## config.mk

```make
export PLATFORM = sky130hd
export DESIGN_NAME = id_stage_top
export DESIGN_NICKNAME = d
export VERILOG_FILES = /design/src/hw/decode_pkg.sv /design/src/hw/decoder_2ri12.sv /design/src/hw/decoder_2ri16.sv /design/src/hw/decoder_3r.sv /design/src/hw/decoder_csr.sv /design/src/hw/decoder_long_imm.sv /design/src/hw/id.sv /design/src/hw/id_stage_top.sv
export SDC_FILE = /design/constraint.sdc
export NUM_CORES = 1
export LEC_CHECK = 0
export BUFFER_PORTS_ARGS = -buffer_cell sky130_fd_sc_hd__buf_2
export CAP_MARGIN = 15
export CORE_ASPECT_RATIO = 0.6
export CORE_MARGIN = 4
export CORE_UTILIZATION = 50
export DETAILED_ROUTE_END_ITERATION = 8
export GPL_TIMING_DRIVEN = 0
export PLACE_DENSITY = 0.81
export SLEW_MARGIN = 20
export SYNTH_ARGS = -nofsm -noshare
export SYNTH_HDL_FRONTEND = slang
export SYNTH_SLANG_ARGS = --single-unit
export TNS_END_PERCENT = 5
```

## constraint.sdc

```tcl
create_clock -name clk -period 3.3 [get_ports clk]
set_clock_uncertainty 0.1 [all_clocks]
set_input_delay 0.495 -clock clk [delete_from_list [all_inputs] [get_ports clk]]
set_output_delay 0.495 -clock clk [all_outputs]
set_load 0.05 [all_outputs]
```

## src/hw/decode_pkg.sv

```systemverilog
package decode_pkg;

    localparam int REG_NUM_LOG2 = 5;
    localparam logic [1:0] PLV_USER = 2'd3;

    typedef struct packed {
        logic [16:0]             opcode;
        logic [REG_NUM_LOG2-1:0] rk;
        logic [REG_NUM_LOG2-1:0] rj;
        logic [REG_NUM_LOG2-1:0] rd;
    } fmt_3r_t;

    typedef struct packed {
        logic [9:0]              opcode;
        logic [11:0]             si12;
        logic [REG_NUM_LOG2-1:0] rj;
        logic [REG_NUM_LOG2-1:0] rd;
    } fmt_2ri12_t;

    typedef struct packed {
        logic [5:0]              opcode;
        logic [15:0]             offs16;
        logic [REG_NUM_LOG2-1:0] rj;
        logic [REG_NUM_LOG2-1:0] rd;
    } fmt_2ri16_t;

    typedef struct packed {
        logic [6:0]              opcode;
        logic [19:0]             si20;
        logic [REG_NUM_LOG2-1:0] rd;
    } fmt_1ri20_t;

    // Offset high bits sit in the lowest field
    typedef struct packed {
        logic [5:0]  opcode;
        logic [15:0] offs_lo;
        logic [9:0]  offs_hi;
    } fmt_i26_t;

    typedef union packed {
        fmt_3r_t    r3;
        fmt_2ri12_t ri12;
        fmt_2ri16_t ri16;
        fmt_1ri20_t ri20;
        fmt_i26_t   i26;
    } instr_u;

    // NOP must stay zero for the OR merge
    typedef enum logic [7:0] {
        OP_NOP = 8'd0,
        OP_ADD, OP_SUB, OP_SLT, OP_SLTU,
        OP_NOR, OP_AND, OP_OR, OP_XOR,
        OP_SLL, OP_SRL, OP_SRA,
        OP_BREAK, OP_SYSCALL,
        OP_LD_W, OP_ST_W,
        OP_JIRL, OP_BEQ, OP_BNE, OP_B, OP_BL,
        OP_LU12I, OP_PCADDU12I,
        OP_CSRRD, OP_CSRWR, OP_CSRXCHG, OP_ERTN, OP_IDLE
    } aluop_e;

    typedef enum logic [2:0] {
        SEL_NONE = 3'd0,
        SEL_LOGIC, SEL_SHIFT, SEL_ARITH, SEL_MOVE, SEL_BRANCH, SEL_MEM, SEL_CSR
    } alusel_e;

    typedef struct packed {
        logic adef;
        logic tlbr;
        logic pif;
        logic ppi;
    } fetch_excp_t;

    typedef struct packed {
        logic        ipe;
        logic        ine;
        logic        brk;
        logic        sys;
        fetch_excp_t fetch;
        logic        intr;
    } excp_num_t;

    typedef struct packed {
        logic        valid;
        logic [31:0] pc;
        instr_u      instr;
        logic        is_last_in_block;
        fetch_excp_t fetch_excp;
    } instr_buffer_info_t;

    typedef struct packed {
        logic                      hit;
        aluop_e                    aluop;
        alusel_e                   alusel;
        logic [1:0]                reg_read_valid;
        logic [REG_NUM_LOG2*2-1:0] reg_read_addr;
        logic                      reg_write_valid;
        logic [REG_NUM_LOG2-1:0]   reg_write_addr;
        logic                      use_imm;
        logic [31:0]               imm;
    } sub_decode_t;

    typedef struct packed {
        instr_buffer_info_t        instr_info;
        aluop_e                    aluop;
        alusel_e                   alusel;
        logic [1:0]                reg_read_valid;
        logic [REG_NUM_LOG2*2-1:0] reg_read_addr;
        logic                      reg_write_valid;
        logic [REG_NUM_LOG2-1:0]   reg_write_addr;
        logic                      use_imm;
        logic [31:0]               imm;
        logic                      refetch;
        logic                      excp;
        excp_num_t                 excp_num;
    } id_dispatch_t;

endpackage

```

## src/hw/decoder_2ri12.sv

```systemverilog
`timescale 1ns/100ps

module decoder_2ri12
    import decode_pkg::*;
(
    input  instr_buffer_info_t instr_info_i,
    output sub_decode_t        result_o
);

    instr_u  instr;
    aluop_e  op;
    alusel_e sel;
    logic    zero_ext;

    assign instr = instr_info_i.instr;

    always_comb begin
        op = OP_NOP;
        if (instr_info_i.valid) begin
            case (instr.ri12.opcode)
                10'h008: op = OP_SLT;
                10'h009: op = OP_SLTU;
                10'h00a: op = OP_ADD;
                10'h00d: op = OP_AND;
                10'h00e: op = OP_OR;
                10'h00f: op = OP_XOR;
                10'h0a2: op = OP_LD_W;
                10'h0a6: op = OP_ST_W;
                default: op = OP_NOP;
            endcase
        end
    end

    always_comb begin
        case (op)
            OP_SLT, OP_SLTU, OP_ADD: sel = SEL_ARITH;
            OP_AND, OP_OR, OP_XOR:   sel = SEL_LOGIC;
            OP_LD_W, OP_ST_W:        sel = SEL_MEM;
            default:                 sel = SEL_NONE;
        endcase
    end

    // Logic immediates are unsigned
    assign zero_ext = (sel == SEL_LOGIC);

    always_comb begin
        result_o = '0;
        if (op != OP_NOP) begin
            result_o.hit = 1'b1;
            result_o.aluop = op;
            result_o.alusel = sel;
            result_o.use_imm = 1'b1;
            result_o.imm = zero_ext ? {20'b0, instr.ri12.si12}
                                    : {{20{instr.ri12.si12[11]}}, instr.ri12.si12};
            if (op == OP_ST_W) begin
                result_o.reg_read_valid = 2'b11;
                result_o.reg_read_addr = {instr.ri12.rd, instr.ri12.rj};
            end else begin
                result_o.reg_read_valid = 2'b01;
                result_o.reg_read_addr = {{REG_NUM_LOG2{1'b0}}, instr.ri12.rj};
                result_o.reg_write_valid = 1'b1;
                result_o.reg_write_addr = instr.ri12.rd;
            end
        end
    end

endmodule

```

## src/hw/decoder_2ri16.sv

```systemverilog
`timescale 1ns/100ps

module decoder_2ri16
    import decode_pkg::*;
(
    input  instr_buffer_info_t instr_info_i,
    output sub_decode_t        result_o
);

    instr_u instr;
    aluop_e op;

    assign instr = instr_info_i.instr;

    always_comb begin
        op = OP_NOP;
        if (instr_info_i.valid) begin
            case (instr.ri16.opcode)
                6'h13:   op = OP_JIRL;
                6'h16:   op = OP_BEQ;
                6'h17:   op = OP_BNE;
                default: op = OP_NOP;
            endcase
        end
    end

    always_comb begin
        result_o = '0;
        if (op != OP_NOP) begin
            result_o.hit = 1'b1;
            result_o.aluop = op;
            result_o.alusel = SEL_BRANCH;
            result_o.use_imm = 1'b1;
            // Word offset
            result_o.imm = {{14{instr.ri16.offs16[15]}}, instr.ri16.offs16, 2'b00};
            if (op == OP_JIRL) begin
                result_o.reg_read_valid = 2'b01;
                result_o.reg_read_addr = {{REG_NUM_LOG2{1'b0}}, instr.ri16.rj};
                result_o.reg_write_valid = 1'b1;
                result_o.reg_write_addr = instr.ri16.rd;
            end else begin
                result_o.reg_read_valid = 2'b11;
                result_o.reg_read_addr = {instr.ri16.rd, instr.ri16.rj};
            end
        end
    end

endmodule

```

## src/hw/decoder_3r.sv

```systemverilog
`timescale 1ns/100ps

module decoder_3r
    import decode_pkg::*;
(
    input  instr_buffer_info_t instr_info_i,
    output sub_decode_t        result_o,
    output logic               brk_o,
    output logic               sys_o
);

    instr_u  instr;
    aluop_e  op;
    alusel_e sel;

    assign instr = instr_info_i.instr;

    always_comb begin
        op = OP_NOP;
        if (instr_info_i.valid) begin
            case (instr.r3.opcode)
                17'h00020: op = OP_ADD;
                17'h00022: op = OP_SUB;
                17'h00024: op = OP_SLT;
                17'h00025: op = OP_SLTU;
                17'h00028: op = OP_NOR;
                17'h00029: op = OP_AND;
                17'h0002a: op = OP_OR;
                17'h0002b: op = OP_XOR;
                17'h0002e: op = OP_SLL;
                17'h0002f: op = OP_SRL;
                17'h00030: op = OP_SRA;
                17'h00054: op = OP_BREAK;
                17'h00056: op = OP_SYSCALL;
                default:   op = OP_NOP;
            endcase
        end
    end

    always_comb begin
        case (op)
            OP_ADD, OP_SUB, OP_SLT, OP_SLTU: sel = SEL_ARITH;
            OP_NOR, OP_AND, OP_OR, OP_XOR:   sel = SEL_LOGIC;
            OP_SLL, OP_SRL, OP_SRA:          sel = SEL_SHIFT;
            default:                         sel = SEL_NONE;
        endcase
    end

    assign brk_o = (op == OP_BREAK);
    assign sys_o = (op == OP_SYSCALL);

    always_comb begin
        result_o = '0;
        if (op != OP_NOP) begin
            result_o.hit = 1'b1;
            result_o.aluop = op;
            result_o.alusel = sel;
            // Traps carry a code in the register fields, nothing to read
            if (!brk_o && !sys_o) begin
                result_o.reg_read_valid = 2'b11;
                result_o.reg_read_addr = {instr.r3.rk, instr.r3.rj};
                result_o.reg_write_valid = 1'b1;
                result_o.reg_write_addr = instr.r3.rd;
            end
        end
    end

endmodule

```

## src/hw/decoder_csr.sv

```systemverilog
`timescale 1ns/100ps

module decoder_csr
    import decode_pkg::*;
(
    input  instr_buffer_info_t instr_info_i,
    output sub_decode_t        result_o
);

    instr_u      instr;
    aluop_e      op;
    logic        csr_group;
    logic [13:0] csr_num;

    assign instr = instr_info_i.instr;
    // 0x04 prefix ahead of a 14-bit CSR number
    assign csr_group = (instr.ri16.opcode == 6'h01) && (instr.ri16.offs16[15:14] == 2'b00);
    assign csr_num = instr.ri16.offs16[13:0];

    always_comb begin
        op = OP_NOP;
        if (instr_info_i.valid) begin
            if (csr_group) begin
                case (instr.ri16.rj)
                    5'd0:    op = OP_CSRRD;
                    5'd1:    op = OP_CSRWR;
                    default: op = OP_CSRXCHG;
                endcase
            end else if (instr == 32'h0648_3800) begin
                op = OP_ERTN;
            end else if (instr.r3.opcode == 17'h00c91) begin
                op = OP_IDLE;
            end
        end
    end

    always_comb begin
        result_o = '0;
        result_o.hit = (op != OP_NOP);
        result_o.aluop = op;
        result_o.alusel = (op != OP_NOP) ? SEL_CSR : SEL_NONE;
        if (csr_group && op != OP_NOP) begin
            result_o.use_imm = 1'b1;
            result_o.imm = {18'b0, csr_num};
            result_o.reg_write_valid = 1'b1;
            result_o.reg_write_addr = instr.ri16.rd;
            // csrwr reads rd and csrxchg also reads the mask in rj
            result_o.reg_read_valid = (op == OP_CSRXCHG) ? 2'b11 : {1'b0, op == OP_CSRWR};
            result_o.reg_read_addr = (op == OP_CSRRD) ? '0 : {instr.ri16.rj, instr.ri16.rd};
            if (op == OP_CSRWR) begin
                result_o.reg_read_addr = {{REG_NUM_LOG2{1'b0}}, instr.ri16.rd};
            end
        end
    end

    hit_needs_valid_a: assert final (!result_o.hit || instr_info_i.valid)
        else $error("CSR decoder hit on an invalid slot");

endmodule

```

## src/hw/decoder_long_imm.sv

```systemverilog
`timescale 1ns/100ps

module decoder_long_imm
    import decode_pkg::*;
(
    input  instr_buffer_info_t instr_info_i,
    output sub_decode_t        result_o
);

    instr_u      instr;
    aluop_e      op;
    logic [25:0] offs26;

    assign instr = instr_info_i.instr;
    assign offs26 = {instr.i26.offs_hi, instr.i26.offs_lo};

    always_comb begin
        op = OP_NOP;
        if (instr_info_i.valid) begin
            case (instr.ri20.opcode)
                7'h0a:   op = OP_LU12I;
                7'h0e:   op = OP_PCADDU12I;
                default: op = OP_NOP;
            endcase
            case (instr.i26.opcode)
                6'h14:   op = OP_B;
                6'h15:   op = OP_BL;
                default: ;
            endcase
        end
    end

    always_comb begin
        result_o = '0;
        result_o.hit = (op != OP_NOP);
        result_o.aluop = op;
        result_o.use_imm = (op != OP_NOP);
        case (op)
            OP_LU12I, OP_PCADDU12I: begin
                result_o.alusel = (op == OP_LU12I) ? SEL_MOVE : SEL_ARITH;
                result_o.reg_write_valid = 1'b1;
                result_o.reg_write_addr = instr.ri20.rd;
                result_o.imm = {instr.ri20.si20, 12'b0};
            end
            OP_B, OP_BL: begin
                result_o.alusel = SEL_BRANCH;
                // Link register is r1
                result_o.reg_write_valid = (op == OP_BL);
                result_o.reg_write_addr = (op == OP_BL) ? REG_NUM_LOG2'(1) : '0;
                result_o.imm = {{4{offs26[25]}}, offs26, 2'b00};
            end
            default: ;
        endcase
    end

endmodule

```

## src/hw/id.sv

```systemverilog
`timescale 1ns/100ps

module id
    import decode_pkg::*;
(
    input  instr_buffer_info_t instr_buffer_i,
    input  logic               has_int_i,
    input  logic [1:0]         csr_plv_i,
    output id_dispatch_t       dispatch_o
);

    sub_decode_t res_3r;
    sub_decode_t res_2ri12;
    sub_decode_t res_2ri16;
    sub_decode_t res_long;
    sub_decode_t res_csr;
    sub_decode_t merged;
    logic [4:0]  hit_vec;
    logic        brk;
    logic        sys;
    excp_num_t   excp_num;

    decoder_3r u_decoder_3r (
        .instr_info_i(instr_buffer_i),
        .result_o    (res_3r),
        .brk_o       (brk),
        .sys_o       (sys)
    );

    decoder_2ri12 u_decoder_2ri12 (
        .instr_info_i(instr_buffer_i),
        .result_o    (res_2ri12)
    );

    decoder_2ri16 u_decoder_2ri16 (
        .instr_info_i(instr_buffer_i),
        .result_o    (res_2ri16)
    );

    decoder_long_imm u_decoder_long_imm (
        .instr_info_i(instr_buffer_i),
        .result_o    (res_long)
    );

    decoder_csr u_decoder_csr (
        .instr_info_i(instr_buffer_i),
        .result_o    (res_csr)
    );

    // Missing decoders drive zeros, so OR is the merge
    assign merged = sub_decode_t'(res_3r | res_2ri12 | res_2ri16 | res_long | res_csr);
    assign hit_vec = {res_3r.hit, res_2ri12.hit, res_2ri16.hit, res_long.hit, res_csr.hit};

    always_comb begin
        excp_num = '0;
        if (instr_buffer_i.valid) begin
            excp_num.ipe = res_csr.hit && (csr_plv_i == PLV_USER);
            excp_num.ine = !merged.hit;
            excp_num.brk = brk;
            excp_num.sys = sys;
            excp_num.fetch = instr_buffer_i.fetch_excp;
            excp_num.intr = has_int_i;
        end
    end

    assign dispatch_o.instr_info = instr_buffer_i;
    assign dispatch_o.aluop = merged.aluop;
    assign dispatch_o.alusel = merged.alusel;
    assign dispatch_o.reg_read_valid = merged.reg_read_valid;
    assign dispatch_o.reg_read_addr = merged.reg_read_addr;
    assign dispatch_o.reg_write_valid = merged.reg_write_valid;
    assign dispatch_o.reg_write_addr = merged.reg_write_addr;
    assign dispatch_o.use_imm = merged.use_imm;
    assign dispatch_o.imm = merged.imm;
    // CSR writes and ertn may change the fetch context
    assign dispatch_o.refetch = merged.aluop inside {OP_CSRWR, OP_CSRXCHG, OP_ERTN};
    assign dispatch_o.excp = |excp_num;
    assign dispatch_o.excp_num = excp_num;

    one_hit_a: assert final ($onehot0(hit_vec))
        else $error("More than one sub-decoder claimed the word");

endmodule

```

## src/hw/id_stage_top.sv

```systemverilog
`timescale 1ns/100ps

module id_stage_top
    import decode_pkg::*;
(
    input  logic               clk,
    input  logic               reset_i,
    input  logic               stall_i,
    input  instr_buffer_info_t instr_buffer_i,
    input  logic               has_int_i,
    input  logic [1:0]         csr_plv_i,
    output id_dispatch_t       dispatch_o
);

    instr_buffer_info_t buf_q;
    id_dispatch_t       id_result;
    id_dispatch_t       dispatch_q;

    id u_id (
        .instr_buffer_i(buf_q),
        .has_int_i     (has_int_i),
        .csr_plv_i     (csr_plv_i),
        .dispatch_o    (id_result)
    );

    // Both stages freeze together on stall
    always_ff @(posedge clk) begin
        if (reset_i) begin
            buf_q <= '0;
            dispatch_q <= '0;
        end else if (!stall_i) begin
            buf_q <= instr_buffer_i;
            dispatch_q <= id_result;
        end
    end

    assign dispatch_o = dispatch_q;

    reset_clears_a: assert property (@(posedge clk)
                                     $fell(reset_i) |-> !dispatch_o.instr_info.valid)
        else $error("Dispatch valid high right after reset");

endmodule

```

==> flow_summary.ini, run 1 <==
[run_status]
outcome = finished clean

[min_path]
hold_class = in2reg
worst_hold_startpoint = instr_buffer_i[63]

[clocking]
clock_path_buffers = 3
cts.htree.levels = 1
cts_tree = done
cts_sinks = 210
cts_buffers = 20
insertion_delay_ns = 0.51
cts-root-buf = clkbuf_16
cts.clk_slew.worst_paths_ns = 0.07

[floorplan]
die_w_um = 180
die_y_um = 111
rows = 37
io_pins = 219
dieArea_um2 = 20000
start_util = 0.514
coreArea_um2 = 17300

[logic_synthesis]
synth-edff-count = 0
ys_warn_count = 0
syn_area_um2 = 8870
avgSynthCellArea_um2 = 9.40
synth_area_leaders = dfxtp_1, mux2i_1, nor2_1
synth_ff_type = dfxtp_1
async_flop_share = 0
syn_inst = 943
netlist.area_leader.share = 0.474
seq_area_frac_synth = 0.474
synth.ff_latch_count = 210
synth_area_leader_cell = dfxtp_1
synth_cell_type_count = 82

[sta]
period_share = 0.927
fmax_mhz = 327
min_period_ns = 3.06
hold_viol = 0
slew_headroom = 0.299
holdWs_ns = 0.119
finalSetupViolations = 0
worstMarginPinSlew_ns = 1.05
grt_setup_unrepaired = no
slew_violations = 0
setup_tns_ns = 0

[drt]
num_vias = 8265
drc = 0
wl_um = 28800
wl_per_cell_um = 20.2
ant_nets = 0
drt-pass1-iter-count = 5
drt-vias-per-instance = 5.79
initialDrtViolationCount = 808

[global_route]
grt_pass1_wl_um = 44900
overflow = 0
antenna_found_initial = 2
grt_start_max_net_pins = 15
grt_pass1_vias = 7876
grt_usage = 0.277

[cells_and_area]
nets = 1259
drive_gt1_frac = 0.231
syn_to_final_growth_pct = 22.7
fillCellCount = 1453

[critical_path]
worstReg2RegStart = buf_q[23]
endpoint_kind = flip-flop
cp_slowest_cell = a21oi_1
slowest_delay_ns = 0.57
cp-start-kind = flip-flop
crit_chain = clkbuf_1 -> clkbuf_1 -> nand3b_1 -> o21ai_0 -> o32ai_2 -> a21oi_1 -> inv_1 -> ha_1 -> and3b_1 -> o21ai_0 -> a31oi_1
critical_path_required_ns = 3.58
path_max_fanout = 10
crit_type = reg2reg
crit_start = buf_q[23]
cp_data_arrival_time_ns = 3.34

[pwr]
p_per_area_nw_per_um2 = 538
power.total_w = 0.00586
p_leak_nw = 4.95
ir_drop_mv = 0.483

[placement]
post-dp-hpwl_um = 21300
port_buffers = 213
gp_congestion = 0.996

[job]
drv_cap = 0
==> per-stage QoR <==
step	setup slack [ns]	instances	util	cell area, um^2
CTS	0.0584	1426	0.629	10900
finish	0.241	1427	0.630	10900
global route	0.0426	1427	0.630	10900
detailed placement	0.0711	1392	0.593	10200
global placement	0.155	1392	0.593	10200
floorplan	0.773	945	-	8870
==> path summary, 6_finish.rpt <==
check                   end  slack [ns]  cells after the start
min               buf_q[63]        0.12                      3
min reg2reg  dispatch_o[11]        0.36                      2
max reg2reg  dispatch_o[63]        0.24                     11
max          dispatch_o[63]        0.24                     11
==> where the power goes <==
part	internal (W)	switching, W
clock	0.00131	0.000995
sequential	0.00265	0.0000947
combinational	0.000250	0.000564
total	0.00420	0.00165
==> layout make-up <==
cell class              count  area, um^2  share of cell area
diodes                      1        2.50            0.000230
plain buffers              81         338              0.0311
clock buffers              28         541              0.0497
clock inverters             6        93.8             0.00863
inverters                  30         113              0.0104
multi-input cells         624        4230               0.389
flip-flops and latches    210        4200               0.386
well taps                 234         293              0.0269
repair buffers            213        1070              0.0980
==> what timing repair did <==
| item | in CTS | in global routing |
|---|---|---|
| gates resized for setup | 0 | 2 |
| hold buffers | 0 | 0 |
| endpoints found under the setup margin | 0 | 2 |
| setup buffers | 0 | 0 |
==> layer usage <==
metal  GRT usage  routed length, um
met4      0.0507                462
met3       0.110               3680
met5           0                 13
met2       0.397              11700
met1       0.396              13000
==> cells in the final DEF, fill, tap and decap left out, types with 4 or more instances in the layout <==
cell type,instances
buf_2,225
dfxtp_1,210
nor2_1,188
mux2i_1,139
clkbuf_1,60
a221oi_1,34
nand2_1,32
inv_1,29
a22oi_1,24
a21oi_1,23
nor3_1,20
clkbuf_16,20
o21ai_0,13
buf_1,12
nand3_1,10
nand2b_1,9
a311oi_1,9
nor2b_1,7
a211oi_1,7
and3_1,4
nor3b_1,4
o21a_1,4
or3_1,4
a22o_1,4
==> worst max-delay path, delay by kind of cell (launching register included) <==
kind	cells	cell delay (ns)
AO/OA/AOI/OAI	5	1.14
adder cells (fa/ha/maj)	1	0.29
buffers and inverters	3	0.83
flip-flops	1	0.31
AND/OR/NAND/NOR	2	0.28
==> sequential cells by signal, summed over array words and instances (netlist names) <==
name	count
buf_q	70
dispatch_o	140
==> cell usage after synthesis, drive strengths merged, types with 2 or more instances <==
cell type and number:
nand3 10, inv 29, a22oi 24, nand2 32, o31a 2, nor3b 4, a211oi 8, o21a 4
o211ai 2, or4 4, or3 4, o21bai 2, nand4bb 2, nor4b 4, o21ai 16, nor2b 7
a311oi 9, or2 2, and2 3, nor2 188, o2111a 3, a2111oi 2, a31oi 2, and3 4
nor4bb 2, nand3b 2, nand2b 9, buf 28, nor3 21, a221oi 34, a211o 4, o41ai 4
nor4 4, a32oi 2, ha 3, clkbuf 53, or4b 2, a222oi 2, a22o 4, a21oi 23
mux2i 139, or3b 3, a21o 3, dfxtp 210, nand4 3
==> logic make-up after synthesis <==
| family | count (synthesis) | share of synthesized area |
|---|---|---|
| other | 1 | 0.000423 |
| multiplexers | 139 | 0.157 |
| XOR/XNOR | 2 | 0.00198 |
| AO/OA/AOI/OAI | 163 | 0.144 |
| AND/OR/NAND/NOR | 314 | 0.168 |
| adder cells (fa/ha/maj) | 3 | 0.00423 |
| buffers and inverters | 111 | 0.0508 |
| flip-flops | 210 | 0.474 |
No activity file was read; power rests on OpenSTA's default activity.
==> inputs of run 2 (changes only) <==
- PLACE_DENSITY: 0.81 -> 0.8
==> flow_summary.ini, run 2 (synthesis gave the netlist of run 1 again) <==
[run_status]
outcome = finished clean

[cells_and_area]
syn_to_final_growth_pct = 23.4
fillCellCount = 1461
postLayoutCellArea_um2 = 10900
seqCellArea_um2 = 4200
layoutNonFillerInstCount = 1427
drive_gt1_frac = 0.234
multi_input_area_um2 = 4230
diodes = 0
mostFrequentLayoutCell = buf_2
nets = 1259
largest_reg_flops = 140
final_cell_mix = buf_2, dfxtp_1, nor2_1

[sta]
slew_violations = 0
holdWs_ns = 0.122
setup_tns_ns = 0
fin_ws_ns = 0.170
period_share = 0.949
worstMarginPinSlew_ns = 1.00
hold_viol = 0
slew_headroom = 0.313
finalSetupViolations = 0
min_period_ns = 3.13
fmax_mhz = 319

[drt]
drc = 0
ant_nets = 0
num_vias = 8207
drt-vias-per-instance = 5.75
drt-pass1-iter-count = 5
initialDrtViolationCount = 877
wl_um = 28800
wl_per_cell_um = 20.2

[placement]
placed_cell_area_um2 = 10200
gp_congestion = 0.998
post-dp-hpwl_um = 21200
placedCellCount = 1392
post-place-ws_ns = 0.139
port_buffers = 213

[clocking]
cts_tree = done
insertion_delay_ns = 0.50
cts.htree.levels = 1
cts_buffers = 20
cts-root-buf = clkbuf_16
cts_sinks = 210
cts.clk_slew.worst_paths_ns = 0.07
clock_path_buffers = 3

[critical_path]
endpoint_kind = flip-flop
cp_data_arrival_time_ns = 3.41
rrSetupSlack_ns = 0.17
crit_type = reg2reg
cp-start-kind = flip-flop
critical_path_required_ns = 3.58
path_max_fanout = 10

[global_route]
grt_pass1_vias = 7717
antenna_found_initial = 0
overflow = 0
grt_pass1_wl_um = 44200
grt_start_max_net_pins = 16
grt_usage = 0.274

[floorplan]
die_w_um = 180
rows = 37
start_util = 0.514
io_pins = 219
dieArea_um2 = 20000
die_y_um = 111
coreArea_um2 = 17300

[pwr]
ir_drop_mv = 0.354
p_leak_nw = 4.98
p_per_area_nw_per_um2 = 550

[min_path]
hold_class = in2reg

[job]
drv_cap = 0
==> run 2: final timing paths <==
| check | end | cells past startpoint | from |
|---|---|---|---|
| worst max-delay path | dispatch_o[63] | 11 | buf_q[23] |
| worst min-delay path | buf_q[63] | 3 | instr_buffer_i[63] |
| worst max register to register | dispatch_o[63] | 11 | buf_q[23] |
| worst min register to register | dispatch_o[10] | 2 | dispatch_o[10] |
==> run 2: critical path: stages, from the launching register on <==
cell      delay [ns]
dfxtp_1         0.31
clkbuf_1        0.30
clkbuf_1        0.47
nand3b_1        0.12
o21ai_0         0.15
o32ai_2         0.20
a21oi_1         0.57
inv_1           0.10
ha_1            0.28
and3b_1         0.16
o21ai_0         0.15
a31oi_1         0.09
==> run 2: cell type report <==
| cell class | count | area share |
|---|---|---|
| plain buffers | 81 | 0.0309 |
| clock inverters | 9 | 0.0145 |
| inverters | 30 | 0.0103 |
| clock buffers | 26 | 0.0496 |
| multi-input cells | 624 | 0.386 |
| well taps | 234 | 0.0268 |
| repair buffers | 213 | 0.0974 |
| flip-flops and latches | 210 | 0.384 |
==> run 2: what timing repair did <==
item | 4_1_cts | 5_1_grt
buffers inserted | 0 | 0
endpoints found under the setup margin | 0 | 2
hold buffers | 0 | 0
gates resized for setup | 0 | 1
==> run 2: power by group <==
part	internal [W]	switching [W]
combinational	0.000250	0.000566
sequential	0.00265	0.0000943
clock	0.00148	0.000980
==> run 2: routing by layer <==
layer / global-route usage / vias up / routed length, um
li1: - / 3834 / -
met1: 0.406 / 3867 / 13100
met2: 0.393 / 462 / 11700
met3: 0.0807 / 44 / 3470
met4: 0.0599 / 0 / 606
met5: 0 / - / 0
==> run 2: metrics by stage <==
step	utilization	power (W)
after CTS	0.633	0.00603
after global placement	0.593	0.00358
after global routing	0.634	0.00621
after floorplan	-	0.00334
final	0.634	0.00602
after detailed placement	0.593	0.00359
